<file path="src/common/mem_pkg.sv">
package mem_pkg;

  ////////////////////////////////////////
  // Memory port geometry
  ////////////////////////////////////////

  localparam int unsigned MemAddrWidth = 32;
  localparam int unsigned MemIdWidth   = 4;
  localparam int unsigned MemDataWidth = 64;

  typedef logic [MemAddrWidth-1:0] mem_addr_t;
  typedef logic [MemIdWidth-1:0]   mem_id_t;
  typedef logic [MemDataWidth-1:0] mem_data_t;

  // Single-beat read request
  typedef struct packed {
    mem_addr_t addr;
    mem_id_t   id;
  } mem_req_t;

  // Read response whose id echoes the request
  typedef struct packed {
    mem_data_t data;
    mem_id_t   id;
  } mem_rsp_t;

  ////////////////////////////////////////
  // Transaction ID rule
  ////////////////////////////////////////

  // Instruction side owns the top id bit and data side keeps it clear
  localparam mem_id_t ICacheRdId = {1'b1, {(MemIdWidth - 1){1'b0}}};

  // Response belongs to the instruction side
  function automatic logic is_icache_id(mem_id_t id);
    return id[MemIdWidth-1];
  endfunction

endpackage

</file>
<file path="src/common/cache_cfg_pkg.sv">
package cache_cfg_pkg;

  ////////////////////////////////////////
  // Instruction cache address split
  ////////////////////////////////////////

  // Physical address width seen by the fetch side
  localparam int unsigned PaWidth    = 32;

  // Index plus line offset bits
  localparam int unsigned IndexWidth = 12;

  // Remaining upper bits form the tag
  localparam int unsigned TagWidth   = PaWidth - IndexWidth;

  typedef logic [TagWidth-1:0] tag_t;

  ////////////////////////////////////////
  // Default cacheable region
  ////////////////////////////////////////

  // Main memory window with device space all around it
  localparam logic [PaWidth-1:0] DefCachedBase = 32'h8000_0000;
  localparam logic [PaWidth-1:0] DefCachedSize = 32'h4000_0000;

endpackage

</file>
<file path="src/mem_arbiter/mem_fifo.sv">
`timescale 1ns/100ps

module mem_fifo #(
  parameter type payload_t = logic
) (
  input  logic     clk_i,
  input  logic     rst_ni,
  input  logic     in_valid_i,
  output logic     in_ready_o,
  input  payload_t in_data_i,
  output logic     out_valid_o,
  input  logic     out_ready_i,
  output payload_t out_data_o
);

  payload_t   mem_q [2];
  logic       wr_ptr_q;
  logic       rd_ptr_q;
  logic [1:0] cnt_q;
  logic       push;
  logic       pop;

  assign in_ready_o  = (cnt_q != 2'd2);
  assign out_valid_o = (cnt_q != 2'd0);
  assign out_data_o  = mem_q[rd_ptr_q];

  assign push = in_valid_i && in_ready_o;
  assign pop  = out_valid_o && out_ready_i;

  // Storage
  always_ff @(posedge clk_i) begin
    if (push) begin
      mem_q[wr_ptr_q] <= in_data_i;
    end
  end

  // Pointers and fill level
  always_ff @(posedge clk_i or negedge rst_ni) begin
    if (!rst_ni) begin
      wr_ptr_q <= 1'b0;
      rd_ptr_q <= 1'b0;
      cnt_q    <= 2'd0;
    end else begin
      if (push) begin
        wr_ptr_q <= !wr_ptr_q;
      end
      if (pop) begin
        rd_ptr_q <= !rd_ptr_q;
      end
      if (push && !pop) begin
        cnt_q <= cnt_q + 2'd1;
      end else if (pop && !push) begin
        cnt_q <= cnt_q - 2'd1;
      end
    end
  end

endmodule

</file>
<file path="src/mem_arbiter/mem_arbiter.sv">
`timescale 1ns/100ps

module mem_arbiter (
  input  logic                 clk_i,
  input  logic                 rst_ni,
  // Instruction side request
  input  logic                 ic_valid_i,
  output logic                 ic_ready_o,
  input  mem_pkg::mem_req_t    ic_req_i,
  // Data side request
  input  logic                 dc_valid_i,
  output logic                 dc_ready_o,
  input  mem_pkg::mem_req_t    dc_req_i,
  // Merged request toward memory
  output logic                 req_valid_o,
  input  logic                 req_ready_i,
  output mem_pkg::mem_req_t    req_o,
  // Response from memory
  input  logic                 rsp_valid_i,
  output logic                 rsp_ready_o,
  input  mem_pkg::mem_rsp_t    rsp_i,
  // Instruction side response
  output logic                 ic_rsp_valid_o,
  input  logic                 ic_rsp_ready_i,
  output mem_pkg::mem_rsp_t    ic_rsp_o,
  // Data side response
  output logic                 dc_rsp_valid_o,
  input  logic                 dc_rsp_ready_i,
  output mem_pkg::mem_rsp_t    dc_rsp_o
);

  import mem_pkg::*;

  // High when the data side wins the next tie
  logic prio_dc_q;
  // Grant frozen while a granted request stalls
  logic lock_q;
  logic lock_dc_q;
  logic sel_dc;
  logic req_fire;
  logic rsp_to_ic;

  ////////////////////////////////////////
  // Request arbitration
  ////////////////////////////////////////

  always_comb begin
    if (lock_q) begin
      sel_dc = lock_dc_q;
    end else if (ic_valid_i && dc_valid_i) begin
      sel_dc = prio_dc_q;
    end else begin
      sel_dc = dc_valid_i;
    end
  end

  assign req_valid_o = sel_dc ? dc_valid_i : ic_valid_i;
  assign ic_ready_o  = !sel_dc && req_ready_i;
  assign dc_ready_o  = sel_dc && req_ready_i;
  assign req_fire    = req_valid_o && req_ready_i;

  // Instruction side always goes out with its own id
  always_comb begin
    if (sel_dc) begin
      req_o = dc_req_i;
    end else begin
      req_o.addr = ic_req_i.addr;
      req_o.id   = ICacheRdId;
    end
  end

  always_ff @(posedge clk_i or negedge rst_ni) begin
    if (!rst_ni) begin
      prio_dc_q <= 1'b0;
      lock_q    <= 1'b0;
      lock_dc_q <= 1'b0;
    end else begin
      if (req_fire) begin
        // Other side first on the next tie
        prio_dc_q <= !sel_dc;
        lock_q    <= 1'b0;
      end else if (req_valid_o) begin
        lock_q    <= 1'b1;
        lock_dc_q <= sel_dc;
      end
    end
  end

  ////////////////////////////////////////
  // Response demultiplexing
  ////////////////////////////////////////

  assign rsp_to_ic = is_icache_id(rsp_i.id);

  assign ic_rsp_valid_o = rsp_valid_i && rsp_to_ic;
  assign dc_rsp_valid_o = rsp_valid_i && !rsp_to_ic;
  assign rsp_ready_o    = rsp_to_ic ? ic_rsp_ready_i : dc_rsp_ready_i;

  assign ic_rsp_o = rsp_i;
  assign dc_rsp_o = rsp_i;

endmodule

</file>
<file path="src/icache_route.sv">
`timescale 1ns/100ps

module icache_route #(
  parameter mem_pkg::mem_addr_t CachedBase = cache_cfg_pkg::DefCachedBase,
  parameter mem_pkg::mem_addr_t CachedSize = cache_cfg_pkg::DefCachedSize
) (
  input  logic                 clk_i,
  input  logic                 rst_ni,
  // Fetch address
  input  logic                 fetch_req_i,
  input  mem_pkg::mem_addr_t   fetch_addr_i,
  // Instruction side requests
  input  logic                 ic_miss_valid_i,
  output logic                 ic_miss_ready_o,
  input  mem_pkg::mem_req_t    ic_miss_i,
  input  logic                 ic_uc_valid_i,
  output logic                 ic_uc_ready_o,
  input  mem_pkg::mem_req_t    ic_uc_i,
  // Instruction side responses
  output logic                 ic_miss_rsp_valid_o,
  output logic                 ic_uc_rsp_valid_o,
  input  logic                 ic_rsp_ready_i,
  output mem_pkg::mem_rsp_t    ic_rsp_o,
  // Toward the arbiter
  output logic                 out_valid_o,
  input  logic                 out_ready_i,
  output mem_pkg::mem_req_t    out_req_o,
  input  logic                 in_rsp_valid_i,
  output logic                 in_rsp_ready_o,
  input  mem_pkg::mem_rsp_t    in_rsp_i
);

  import mem_pkg::*;
  import cache_cfg_pkg::*;

  // One bit wider so the region end cannot wrap
  localparam logic [MemAddrWidth:0] RegionEnd = {1'b0, CachedBase} + {1'b0, CachedSize};

  tag_t               tag_d, tag_q;
  logic [PaWidth-1:0] fetch_pa;
  logic               paddr_is_nc;

  ////////////////////////////////////////
  // Tag capture and region check
  ////////////////////////////////////////

  // Live tag during a request and the last one seen otherwise
  assign tag_d = fetch_req_i ? fetch_addr_i[IndexWidth +: TagWidth] : tag_q;

  always_ff @(posedge clk_i or negedge rst_ni) begin
    if (!rst_ni) begin
      tag_q <= '0;
    end else begin
      tag_q <= tag_d;
    end
  end

  assign fetch_pa    = {tag_d, {IndexWidth{1'b0}}};
  assign paddr_is_nc = (fetch_pa < CachedBase) || ({1'b0, fetch_pa} >= RegionEnd);

  ////////////////////////////////////////
  // Channel steering
  ////////////////////////////////////////

  always_comb begin
    if (paddr_is_nc) begin
      out_valid_o         = ic_uc_valid_i;
      out_req_o           = ic_uc_i;
      ic_uc_ready_o       = out_ready_i;
      ic_miss_ready_o     = 1'b0;
      ic_uc_rsp_valid_o   = in_rsp_valid_i;
      ic_miss_rsp_valid_o = 1'b0;
    end else begin
      out_valid_o         = ic_miss_valid_i;
      out_req_o           = ic_miss_i;
      ic_miss_ready_o     = out_ready_i;
      ic_uc_ready_o       = 1'b0;
      ic_miss_rsp_valid_o = in_rsp_valid_i;
      ic_uc_rsp_valid_o   = 1'b0;
    end
  end

  // Both response channels share payload and ready
  assign ic_rsp_o       = in_rsp_i;
  assign in_rsp_ready_o = ic_rsp_ready_i;

endmodule

</file>
<file path="src/refill_subsys.sv">
`timescale 1ns/100ps

module refill_subsys #(
  parameter mem_pkg::mem_addr_t CachedBase = cache_cfg_pkg::DefCachedBase,
  parameter mem_pkg::mem_addr_t CachedSize = cache_cfg_pkg::DefCachedSize
) (
  input  logic                 clk_i,
  input  logic                 rst_ni,
  // Fetch side
  input  logic                 fetch_req_i,
  input  mem_pkg::mem_addr_t   fetch_addr_i,
  // Instruction miss and uncached reads
  input  logic                 ic_miss_valid_i,
  output logic                 ic_miss_ready_o,
  input  mem_pkg::mem_req_t    ic_miss_i,
  input  logic                 ic_uc_valid_i,
  output logic                 ic_uc_ready_o,
  input  mem_pkg::mem_req_t    ic_uc_i,
  output logic                 ic_miss_rsp_valid_o,
  output logic                 ic_uc_rsp_valid_o,
  input  logic                 ic_rsp_ready_i,
  output mem_pkg::mem_rsp_t    ic_rsp_o,
  // Data cache miss
  input  logic                 dc_miss_valid_i,
  output logic                 dc_miss_ready_o,
  input  mem_pkg::mem_req_t    dc_miss_i,
  output logic                 dc_rsp_valid_o,
  input  logic                 dc_rsp_ready_i,
  output mem_pkg::mem_rsp_t    dc_rsp_o,
  // Memory port
  output logic                 mem_req_valid_o,
  input  logic                 mem_req_ready_i,
  output mem_pkg::mem_req_t    mem_req_o,
  input  logic                 mem_rsp_valid_i,
  output logic                 mem_rsp_ready_o,
  input  mem_pkg::mem_rsp_t    mem_rsp_i
);

  import mem_pkg::*;

  // Router to arbiter
  logic     route_req_valid;
  logic     route_req_ready;
  mem_req_t route_req;
  logic     route_rsp_valid;
  logic     route_rsp_ready;
  mem_rsp_t route_rsp;

  // Arbiter to request buffer
  logic     arb_req_valid;
  logic     arb_req_ready;
  mem_req_t arb_req;

  // Response buffer to arbiter
  logic     buf_rsp_valid;
  logic     buf_rsp_ready;
  mem_rsp_t buf_rsp;

  icache_route #(
    .CachedBase(CachedBase),
    .CachedSize(CachedSize)
  ) icache_route_inst (
    .clk_i              (clk_i),
    .rst_ni             (rst_ni),
    .fetch_req_i        (fetch_req_i),
    .fetch_addr_i       (fetch_addr_i),
    .ic_miss_valid_i    (ic_miss_valid_i),
    .ic_miss_ready_o    (ic_miss_ready_o),
    .ic_miss_i          (ic_miss_i),
    .ic_uc_valid_i      (ic_uc_valid_i),
    .ic_uc_ready_o      (ic_uc_ready_o),
    .ic_uc_i            (ic_uc_i),
    .ic_miss_rsp_valid_o(ic_miss_rsp_valid_o),
    .ic_uc_rsp_valid_o  (ic_uc_rsp_valid_o),
    .ic_rsp_ready_i     (ic_rsp_ready_i),
    .ic_rsp_o           (ic_rsp_o),
    .out_valid_o        (route_req_valid),
    .out_ready_i        (route_req_ready),
    .out_req_o          (route_req),
    .in_rsp_valid_i     (route_rsp_valid),
    .in_rsp_ready_o     (route_rsp_ready),
    .in_rsp_i           (route_rsp)
  );

  mem_arbiter mem_arbiter_inst (
    .clk_i         (clk_i),
    .rst_ni        (rst_ni),
    .ic_valid_i    (route_req_valid),
    .ic_ready_o    (route_req_ready),
    .ic_req_i      (route_req),
    .dc_valid_i    (dc_miss_valid_i),
    .dc_ready_o    (dc_miss_ready_o),
    .dc_req_i      (dc_miss_i),
    .req_valid_o   (arb_req_valid),
    .req_ready_i   (arb_req_ready),
    .req_o         (arb_req),
    .rsp_valid_i   (buf_rsp_valid),
    .rsp_ready_o   (buf_rsp_ready),
    .rsp_i         (buf_rsp),
    .ic_rsp_valid_o(route_rsp_valid),
    .ic_rsp_ready_i(route_rsp_ready),
    .ic_rsp_o      (route_rsp),
    .dc_rsp_valid_o(dc_rsp_valid_o),
    .dc_rsp_ready_i(dc_rsp_ready_i),
    .dc_rsp_o      (dc_rsp_o)
  );

  // One cycle of buffering on each memory direction
  mem_fifo #(
    .payload_t(mem_req_t)
  ) req_fifo_inst (
    .clk_i      (clk_i),
    .rst_ni     (rst_ni),
    .in_valid_i (arb_req_valid),
    .in_ready_o (arb_req_ready),
    .in_data_i  (arb_req),
    .out_valid_o(mem_req_valid_o),
    .out_ready_i(mem_req_ready_i),
    .out_data_o (mem_req_o)
  );

  mem_fifo #(
    .payload_t(mem_rsp_t)
  ) rsp_fifo_inst (
    .clk_i      (clk_i),
    .rst_ni     (rst_ni),
    .in_valid_i (mem_rsp_valid_i),
    .in_ready_o (mem_rsp_ready_o),
    .in_data_i  (mem_rsp_i),
    .out_valid_o(buf_rsp_valid),
    .out_ready_i(buf_rsp_ready),
    .out_data_o (buf_rsp)
  );

endmodule

</file>
<file path="config.mk">
export PLATFORM = sky130hd
export DESIGN_NAME = refill_subsys
export DESIGN_NICKNAME = d
export VERILOG_FILES = /design/src/common/mem_pkg.sv /design/src/common/cache_cfg_pkg.sv /design/src/mem_arbiter/mem_fifo.sv /design/src/mem_arbiter/mem_arbiter.sv /design/src/icache_route.sv /design/src/refill_subsys.sv
export SDC_FILE = /design/constraint.sdc
export NUM_CORES = 1
export LEC_CHECK = 0
export BUFFER_PORTS_ARGS = -buffer_cell sky130_fd_sc_hd__buf_2
export CAP_MARGIN = 10
export CORE_AREA = 2 2 154 156
export DETAILED_ROUTE_END_ITERATION = 10
export DIE_AREA = 0 0 156 158
export PLACE_DENSITY = 0.71
export SKIP_LAST_GASP = 1
export SYNTH_ARGS = -nofsm -noshare
export SYNTH_HDL_FRONTEND = slang
export SYNTH_SLANG_ARGS = --single-unit
</file>
<file path="constraint.sdc">
create_clock -name clk_i -period 5.1 [get_ports clk_i]
set_input_delay 0.765 -clock clk_i [delete_from_list [all_inputs] [get_ports clk_i]]
set_output_delay 0.765 -clock clk_i [all_outputs]
set_load 0.005 [all_outputs]
</file>
; ---- After elaboration in Yosys (flattened, before gate mapping)
; Memory sizes are Yosys's and may differ from the RTL's.
; Cells that the tools add are included.
[word_totals]
ff_bits = 31
elab_cells = 73
out_inout_bits = 180
n_memories = 2
ram_bits = 208
inputBits = 218
latchBits = 0
romBits = 0
[op_classes]
bitwise_logic = 1
n_reduce_logical = 30
add_sub_neg = 4
n_div = 0
eq_ne = 2
n_mul = 0
muxes = 22
magnitude_cmp = 2
shift = 0
[mem_list]
columns = name, depth, word_bits, read_ports, rd_clocked_by_memory_dff, write_ports, line
row1 = rsp_fifo_inst.mem_q, 2, 68, 1, 0, 1, mem_fifo.sv:16  ; payload_t mem_q [2];
row2 = req_fifo_inst.mem_q, 2, 36, 1, 0, 1, mem_fifo.sv:16
[ops]
columns = op, count
row1 = two-way mux 36 bit, 2
row2 = ">= comparator 32 bit, second input constant", 1
row3 = "< comparator 32 bit, second input constant", 1
row4 = two-way mux 20 bit, 1
row5 = two-way mux 1 bit, 15
row6 = logical AND 1 bit, 13
row7 = zero test 1 bit, 10
row8 = nonzero test 2 bit, 5
row9 = two-way mux 2 bit, 4
row10 = "adder 2 x 1 -> 2 bit, second input constant", 2
row11 = "!= test 2 bit, second input constant", 2
row12 = "subtractor 2 x 1 -> 2 bit, second input constant", 2
row13 = AND reduction 2 bit, 1
row14 = logical OR 1 bit, 1
row15 = NOT 1 bit, 1

; ---- Logic depth before layout (Yosys ltp)
; Gate-level depths: netlist of run 1.
[depth]
ltp_word = 13
depth_mapped = 9

; ---- Hierarchy
; Synthesis of run 1 repeated with hierarchy kept, for this count alone.
[unflattened]
cells_unflattened = 688
hier_area_um2 = 10915.5
[by_module_without_submodules]
columns = module, cells_each, seq_area_each_um2, instances, area_each_um2
row1 = mem_fifo (rsp_fifo_inst), 230, 4184.0, 1, 5143.7
row2 = mem_fifo (req_fifo_inst), 130, 2262.2, 1, 2941.6
row3 = mem_arbiter, 204, 75.1, 1, 1719.1
row4 = icache_route, 124, 50.0, 1, 1111.1

; ---- Worst setup path before layout of run 1
; No wires, ideal clock.
[synth_timing]
path_type = input -> register
from = in mem_rsp_valid_i
to = mem rsp_fifo_inst.mem_q[0][0] (netlist bit) (enable)
t_arrival_ns = 3.695
path_buffers = 0
setup_ns = 0.494
stages = 2
setup_slack_ns = 0.910
required_ns = 4.606
path_cell_list = nand2_1 > nor2_1
[synth_via]
elab_chain_cells = 3
[synth_rtl]
columns = element, line
row1 = from (decl), refill_subsys.sv:34  ; input logic mem_rsp_valid_i,
row2 = logical AND 1 bit, mem_fifo.sv:27  ; assign push = in_valid_i && in_ready_o;
row3 = two-way mux 1 bit, mem_fifo.sv:32  ; if (push) begin
row4 = two-way mux 1 bit (implied by the code), mem_fifo.sv:33  ; mem_q[wr_ptr_q] <= in_data_i;
row5 = to (decl), mem_fifo.sv:16
; No other way between the ends.

==> summary.txt, run 1 <==
Worst setup path
  • RR Endpoint: req_fifo_inst.mem_q[1][18]$_DFFE_PP_
  • Cell count along the critical path: 3
  • Crit path cell chain: buf_4, mux2_2, buf_2
  • Slowest cell on crit path: dfrtp_2
  • R2R cell count: 5
  • Worst Path Required: 4.34 ns
  • Crit path to: ic_rsp_o[47]
  • Flop2flop setup slack: 2.26 ns
  • Worst Path Buf+Inv: 2
  • Top delay family on crit path: flip-flops
  • Critical path type: reg2out
  • CP peak stage delay: 1.00 ns
  • CP Launch Type: register
  • Setup crit start: rsp_fifo_inst.rd_ptr_q$_DFFE_PN0P_
  • Worst-path fanout max: 41
  • CP Capture Type: output pin
  • FF-to-FF Start: icache_route_inst.tag_q[18]$_DFF_PN0_
  • Worst path arrival time: 2.49 ns

Yosys
  • Synth cell types: 33
  • Post-synth EDFFs: 208
  • Area contributors post-synth: edfxtp_1 (65%), mux2_2 (12%), buf_4 (5.4%)
  • Post-synth top cells: edfxtp_1 (208), mux2_2 (106), buf_4 (69), a21oi_1 (35), mux2i_1 (34)
  • Synth Flop Type: edfxtp_1
  • Seq cells post-synth: 221
  • Net count after synthesis: 811
  • Average cell area after synthesis: 16.34 sq um
  • Ys async rst share: 5.882%
  • Yosys top cell area share: 64.69%
  • Post-Synthesis Cells: 591
  • Sequential share of the synthesized area: 68.06%
  • Synthesized area: 9656 sq um
  • Count leader, synth: edfxtp_1
  • Yosys warning total: 0
  • Cell accounting for the most synthesized area: edfxtp_1

Placed design
  • Placed insts: 1153
  • PortBufs: 359
  • Hpwl dp: 15.05 mm
  • Setup WS pre-CTS: 1.779 ns
  • Final RePlAce weighted congestion: 0.7684

Clock tree
  • Num CTS Buffers: 23
  • # H-tree levels: 1
  • CTS hold repair buffers: 0
  • CTS tree: built
  • Clk Latency, worst-skew pair: 0.51 ns
  • CTS resizes: 0
  • Post-CTS setup buffers: 0
  • Clock sinks: 221
  • Clk pin slew, worst setup/hold paths: 0.06 ns
  • Root Driver: clkbuf_16
  • CTS max path bufs: 3

STA
  • Final setup TNS: 0 ns
  • Unrepaired setup endpoints after global routing: false
  • Final Critical Period: 3.252 ns
  • Slew @ Worst Pin: 1.103 ns
  • Rel. slew slack: 26.30%
  • Worst setup margin: 1.848 ns
  • Tcrit/Tclk final: 63.76%
  • Max Clock Skew: 0.01857 ns
  • Fin. Hold Viols: 0
  • Final setup fails: 0
  • Fmax: 307.5 MHz
  • Slew Viols, Final: 0

GRT
  • Initial antenna violation count: 0
  • First-pass GRT wire length: 30.17 mm
  • Total track usage: 15.97%
  • Vias in the first global route: 5572
  • Grt ovf: 0
  • Pin count of the biggest net entering global routing: 69

Floorplan
  • Die Y: 158 um
  • Die Width: 156 um
  • Core ar.: 23050 sq um
  • Die area: 24650 sq um
  • Top-Level Pins: 398
  • FP Rows: 56
  • Starting density of the core: 41.89%

Power
  • Total power: 6.981 mW
  • Pleak: 4.723 nW
  • Pwr Density: 585.3 nW/um^2
  • IR drop worst, VDD: 0.2660 mV

Drt
  • Drt drc: 0
  • Via density: 4.859
  • Via Count: 5807
  • Router iterations before antenna repair: 4
  • Final wirelength: 21.07 mm
  • Routed Antenna Nets: 0
  • DR iter-0 viols: 185
  • WL per Instance: 17.63 um

Final layout
  • Register area: 6574 sq um
  • Finished Core Util: 51.74%
  • Share of cells above drive strength 1: 60.33%
  • Area added between synthesis and finish: 23.53%
  • Antenna Cells: 0
  • # nets final: 1108
  • Fillers: 1946
  • Final Non-Filler Cells: 1195
  • Multi-input logic area: 2444 sq um

Job
  • Max-cap viol count: 0

Min path
  • Tightest Hold Check Type: in2async

Status
  • Outcome: finished clean
[how the worst min path moves through the flow]
stage,start,endpoint,slack [ns],cells after the start
finish,rst_ni,req_fifo_inst.cnt_q[1]$_DFFE_PN0P_,0.14,1
global route,rst_ni,req_fifo_inst.wr_ptr_q$_DFFE_PN0P_,0.15,1
CTS,rst_ni,req_fifo_inst.wr_ptr_q$_DFFE_PN0P_,0.13,1
detailed placement,req_fifo_inst.cnt_q[1]$_DFFE_PN0P_,req_fifo_inst.cnt_q[1]$_DFFE_PN0P_,0.50,1
global placement,req_fifo_inst.cnt_q[1]$_DFFE_PN0P_,req_fifo_inst.cnt_q[1]$_DFFE_PN0P_,0.50,1
floorplan,rsp_fifo_inst.wr_ptr_q$_DFFE_PN0P_,rsp_fifo_inst.wr_ptr_q$_DFFE_PN0P_,0.46,1
[layout by cell type, fill, tap and decap left out, types with 5 or more instances in the layout]
master,synthesis,layout
edfxtp_1,208,208
dfrtp_1,13,11
clkbuf_16,0,23
clkinv_1,0,5
inv_1,7,7
mux2_2,106,106
nor2b_1,6,6
nor2_1,14,11
clkbuf_1,15,7
a21oi_1,35,35
buf_2,5,359
a21oi_2,29,29
buf_4,69,8
xnor2_1,6,6
mux2i_1,34,33
nand2_1,7,7
[per-stage QoR]
step | hold WS [ns] | instance area (sq um)
4_1_cts | 0.1283 | 11930
3_3_place_gp | 0.4996 | 11260
3_5_place_dp | 0.5018 | 11260
6_report | 0.1433 | 11930
5_1_grt | 0.1498 | 11930
2_1_floorplan | 0.4608 | 9656
[where the power goes]
| part | internal, mW | switching [mW] | leakage [nW] |
|---|---|---|---|
| Sequential | 2.72 | 0.270 | 2.08 |
| Combinational | 1.18 | 1.32 | 2.32 |
| Clock | 0.832 | 0.657 | 0.320 |
| Total | 4.73 | 2.25 | 4.72 |
[registers in the layout (all words and copies together) (netlist names)]
register,count
mem_arbiter_inst.lock_q,1
req_fifo_inst.mem_q,72
icache_route_inst.tag_q,2
rsp_fifo_inst.mem_q,136
rsp_fifo_inst.cnt_q,2
mem_arbiter_inst.prio_dc_q,1
rsp_fifo_inst.wr_ptr_q,1
rsp_fifo_inst.rd_ptr_q,1
req_fifo_inst.cnt_q,2
req_fifo_inst.rd_ptr_q,1
req_fifo_inst.wr_ptr_q,1
mem_arbiter_inst.lock_dc_q,1
[cells by family after synthesis]
logic type	share of synthesized area, %
compound gates	5.780
xor+xnor	0.9070
fa+ha+maj	0.2591
buf+inv	7.023
flops	68.06
mux	15.89
simple gates	2.086
[layout make-up]
cell class                 count  area share, %
clock inverter                12         0.5245
multi-input combinational    268          20.49
tap                          290          3.042
inverter                       7         0.2203
sequential                   221          55.11
clock buffer                  30          5.046
timing repair buffer         367          15.57
[metal layers]
layer,routed length (um),share of wire [%],vias up,track usage [%]
met1,8168,39,2745,18.73
met3,1826,8.7,30,4.407
met2,10670,51,293,28.97
met5,0,0,-,0
li1,-,-,2739,-
met4,401,1.9,0,4.150
(Power assumes the default switching activity.)
==> run 2: changes to the inputs <==
--- a/config.mk
+++ b/config.mk
@@ -7,10 +7,10 @@
 export LEC_CHECK = 0
 export BUFFER_PORTS_ARGS = -buffer_cell sky130_fd_sc_hd__buf_2
 export CAP_MARGIN = 10
-export CORE_AREA = 2 2 154 156
+export CORE_AREA = 2 2 156 158
 export DETAILED_ROUTE_END_ITERATION = 10
-export DIE_AREA = 0 0 156 158
-export PLACE_DENSITY = 0.71
+export DIE_AREA = 0 0 158 160
+export PLACE_DENSITY = 0.73
 export SKIP_LAST_GASP = 1
 export SYNTH_ARGS = -nofsm -noshare
 export SYNTH_HDL_FRONTEND = slang
==> constraint.sdc (replaced) <==
create_clock -name clk_i -period 2.7 [get_ports clk_i]
set_input_delay 0.405 -clock clk_i [delete_from_list [all_inputs] [get_ports clk_i]]
set_output_delay 0.405 -clock clk_i [all_outputs]
set_load 0.005 [all_outputs]
==> run 2 against run 1 <==
  * Critical path depth up 3
  * Clock skew shrank 0.0054 ns
  * Global-route usage is 0.27 points higher
  * Die area rose by 2.6%
  * Final cell count increased by 3.3%
  * Largest power group unchanged
==> summary.txt, run 2 (synthesis results as in run 1) <==
Drt
  • WL per Instance: 17.27 um (was 17.63 um)
  • Via density: 4.742 (was 4.859)
  • Drt drc: 0 (unchanged)
  • Router iterations before antenna repair: 4 (unchanged)
  • Routed Antenna Nets: 0 (unchanged)
  • DR iter-0 viols: 287 (was 185)
  • Final wirelength: 21.32 mm (was 21.07 mm)
  • Via Count: 5856 (was 5807)

Clock tree
  • Clock sinks: 221 (unchanged)
  • CTS max path bufs: 3 (unchanged)
  • # H-tree levels: 1 (unchanged)
  • Post-CTS setup buffers: 0 (unchanged)
  • CTS tree: built (unchanged)
  • Clk pin slew, worst setup/hold paths: 0.06 ns (about the same)
  • Root Driver: clkbuf_16 (unchanged)
  • Clk Latency, worst-skew pair: 0.51 ns (about the same)
  • Num CTS Buffers: 23 (unchanged)
  • CTS resizes: 0 (unchanged)

Worst setup path
  • Worst path arrival time: 2.13 ns (was 2.49 ns)
  • Worst Path Buf+Inv: 1 (was 2)
  • Worst Path Required: 2.30 ns (was 4.34 ns)
  • CP peak stage delay: 0.39 ns (was 1.00 ns)
  • Slowest cell on crit path: dfrtp_1 (was dfrtp_2)
  • R2R cell count: 9 (was 5)
  • Crit path cell chain: nand2b_1, a211oi_4, o311ai_4, and2_2, nor2_1, buf_2 (was buf_4, mux2_2, buf_2)
  • CP Capture Type: output pin (unchanged)
  • Critical path type: reg2out (unchanged)
  • CP Launch Type: register (unchanged)
  • Cell count along the critical path: 6 (was 3)
  • Top delay family on crit path: simple AND/OR/NAND/NOR gates (was flip-flops)
  • Worst-path fanout max: 5 (was 41)

Floorplan
  • FP Rows: 57 (was 56)
  • Starting density of the core: 40.53% (was 41.89%)
  • Die Y: 160 um (was 158 um)
  • Top-Level Pins: 398 (unchanged)
  • Core ar.: 23820 sq um (was 23050 sq um)
  • Die area: 25280 sq um (was 24650 sq um)
  • Die Width: 158 um (was 156 um)

Placed design
  • Placed insts: 1194 (was 1153)
  • Setup WS pre-CTS: 0.2528 ns (was 1.779 ns)
  • PortBufs: 359 (unchanged)
  • Final RePlAce weighted congestion: 0.7595 (was 0.7684)
  • Placed Area: 11420 sq um (was 11260 sq um)
  • Hpwl dp: 15.67 mm (was 15.05 mm)

STA
  • Worst setup margin: 0.1629 ns (was 1.848 ns)
  • Final setup fails: 0 (unchanged)
  • Rel. slew slack: 54.26% (was 26.30%)
  • Max Clock Skew: 0.01312 ns (was 0.01857 ns)
  • Slew Viols, Final: 0 (unchanged)
  • Tcrit/Tclk final: 93.97%
  • Fin. Hold Viols: 0 (unchanged)
  • Slew @ Worst Pin: 0.6860 ns (was 1.103 ns)
  • Unrepaired setup endpoints after global routing: false (unchanged)
  • Final Critical Period: 2.537 ns
  • Fmax: 394.2 MHz

Min path
  • Tightest Hold Check Type: in2reg (was in2async)
  • Worst hold stages: 1

Final layout
  • Most common cell after layout, fill and taps aside: buf_2 (unchanged)
  • # nets final: 1116 (was 1108)
  • Finished Core Util: 50.70% (was 51.74%)
  • Biggest registers after layout: rsp_fifo_inst.mem_q (136), req_fifo_inst.mem_q (72) (unchanged)
  • Max FFs per register: 136 (unchanged)
  • Final Non-Filler Cells: 1235 (was 1195)
  • Area added between synthesis and finish: 25.07% (was 23.53%)
  • Most frequent cells in the layout: buf_2 (359), edfxtp_1 (208), mux2_2 (106), a21oi_1 (35), mux2i_1 (33) (unchanged)
  • Largest register by flop count: rsp_fifo_inst.mem_q (unchanged)
  • Post-route cell area: 12080 sq um (was 11930 sq um)
  • Fillers: 2085 (was 1946)
  • Share of cells above drive strength 1: 60.35% (was 60.33%)

GRT
  • Total track usage: 16.24% (was 15.97%)
  • Grt ovf: 0 (unchanged)
  • Initial antenna violation count: 2 (was 0)
  • First-pass GRT wire length: 31.25 mm (was 30.17 mm)
  • Pin count of the biggest net entering global routing: 69 (unchanged)
  • Vias in the first global route: 5918 (was 5572)

Power
  • Pleak: 4.774 nW (was 4.723 nW)
  • Pwr Density: 1095 nW/um^2 (was 585.3 nW/um^2)
  • IR drop worst, VDD: 0.4494 mV (was 0.2660 mV)

Status
  • Outcome: finished clean (unchanged)

Job
  • Max-cap viol count: 0 (unchanged)
run 2: changes by cell type in the layout (fill, tap and decap cells not counted), sizes merged:
cell	change
diode	+3
clkbuf	-4
dlygate4sd3	+1
clkinvlp	-2
buf	+7
clkinv	+1
run 2: what timing repair did:
item / in CTS / in global routing
hold endpoints to repair: 13 / 0
endpoints found under the setup margin: 0 / 1
hold buffers: 1 / 0
run 2: worst paths after layout:
kind,startpoint,to,slack [ns]
worst max-delay path,icache_route_inst.tag_q[18]$_DFF_PN0_,dc_miss_ready_o,0.16
worst min-delay path,mem_rsp_i[63],rsp_fifo_inst.mem_q[1][63]$_DFFE_PP_,0.08
worst max register to register,icache_route_inst.tag_q[18]$_DFF_PN0_,req_fifo_inst.cnt_q[1]$_DFFE_PN0P_,0.40
worst min register to register,req_fifo_inst.cnt_q[1]$_DFFE_PN0P_,req_fifo_inst.cnt_q[1]$_DFFE_PN0P_,0.51
max in group asynchronous,rst_ni,rsp_fifo_inst.rd_ptr_q$_DFFE_PN0P_,2.12
min in group asynchronous,rst_ni,icache_route_inst.tag_q[19]$_DFF_PN0_,0.32
run 2: stage by stage:
| stage | TNS (ns) | power (mW) | hold slack (ns) |
|---|---|---|---|
| floorplan | -7.910 | 8.924 | 0.1094 |
| global placement | 0 | 10.49 | 0.3167 |
| detailed placement | 0 | 10.61 | 0.3199 |
| CTS | 0 | 13.39 | 0.05935 |
| global route | 0 | 14.05 | 0.05253 |
| finish | 0 | 13.23 | 0.08306 |
run 2: power by group:
part	internal, mW	switching [mW]	leakage [nW]
combinational	2.35	2.74	2.38
sequential	5.12	0.282	2.08
clock	1.54	1.20	0.312
run 2: cell type report:
cell class	count	area [sq um]	share of cell area, %
Multi-Input combinational cell	268	2444	20.23
Tap cell	324	405.4	3.357
Inverter	7	26.28	0.2176
Clock inverter	11	52.55	0.4351
Timing Repair Buffer	375	1982	16.41
Sequential cell	221	6573	54.42
Clock buffer	26	586.8	4.859
Antenna cell	3	7.507	0.06216
run 2: layer usage:
| metal | up-vias | wire [um] | track usage, % |
|---|---|---|---|
| met4 | 0 | 376 | 4.177 |
| met1 | 2785 | 8111 | 18.80 |
| li1 | 2760 | - | - |
| met3 | 27 | 1830 | 4.206 |
| met5 | - | 0 | 0 |
| met2 | 284 | 11010 | 29.66 |
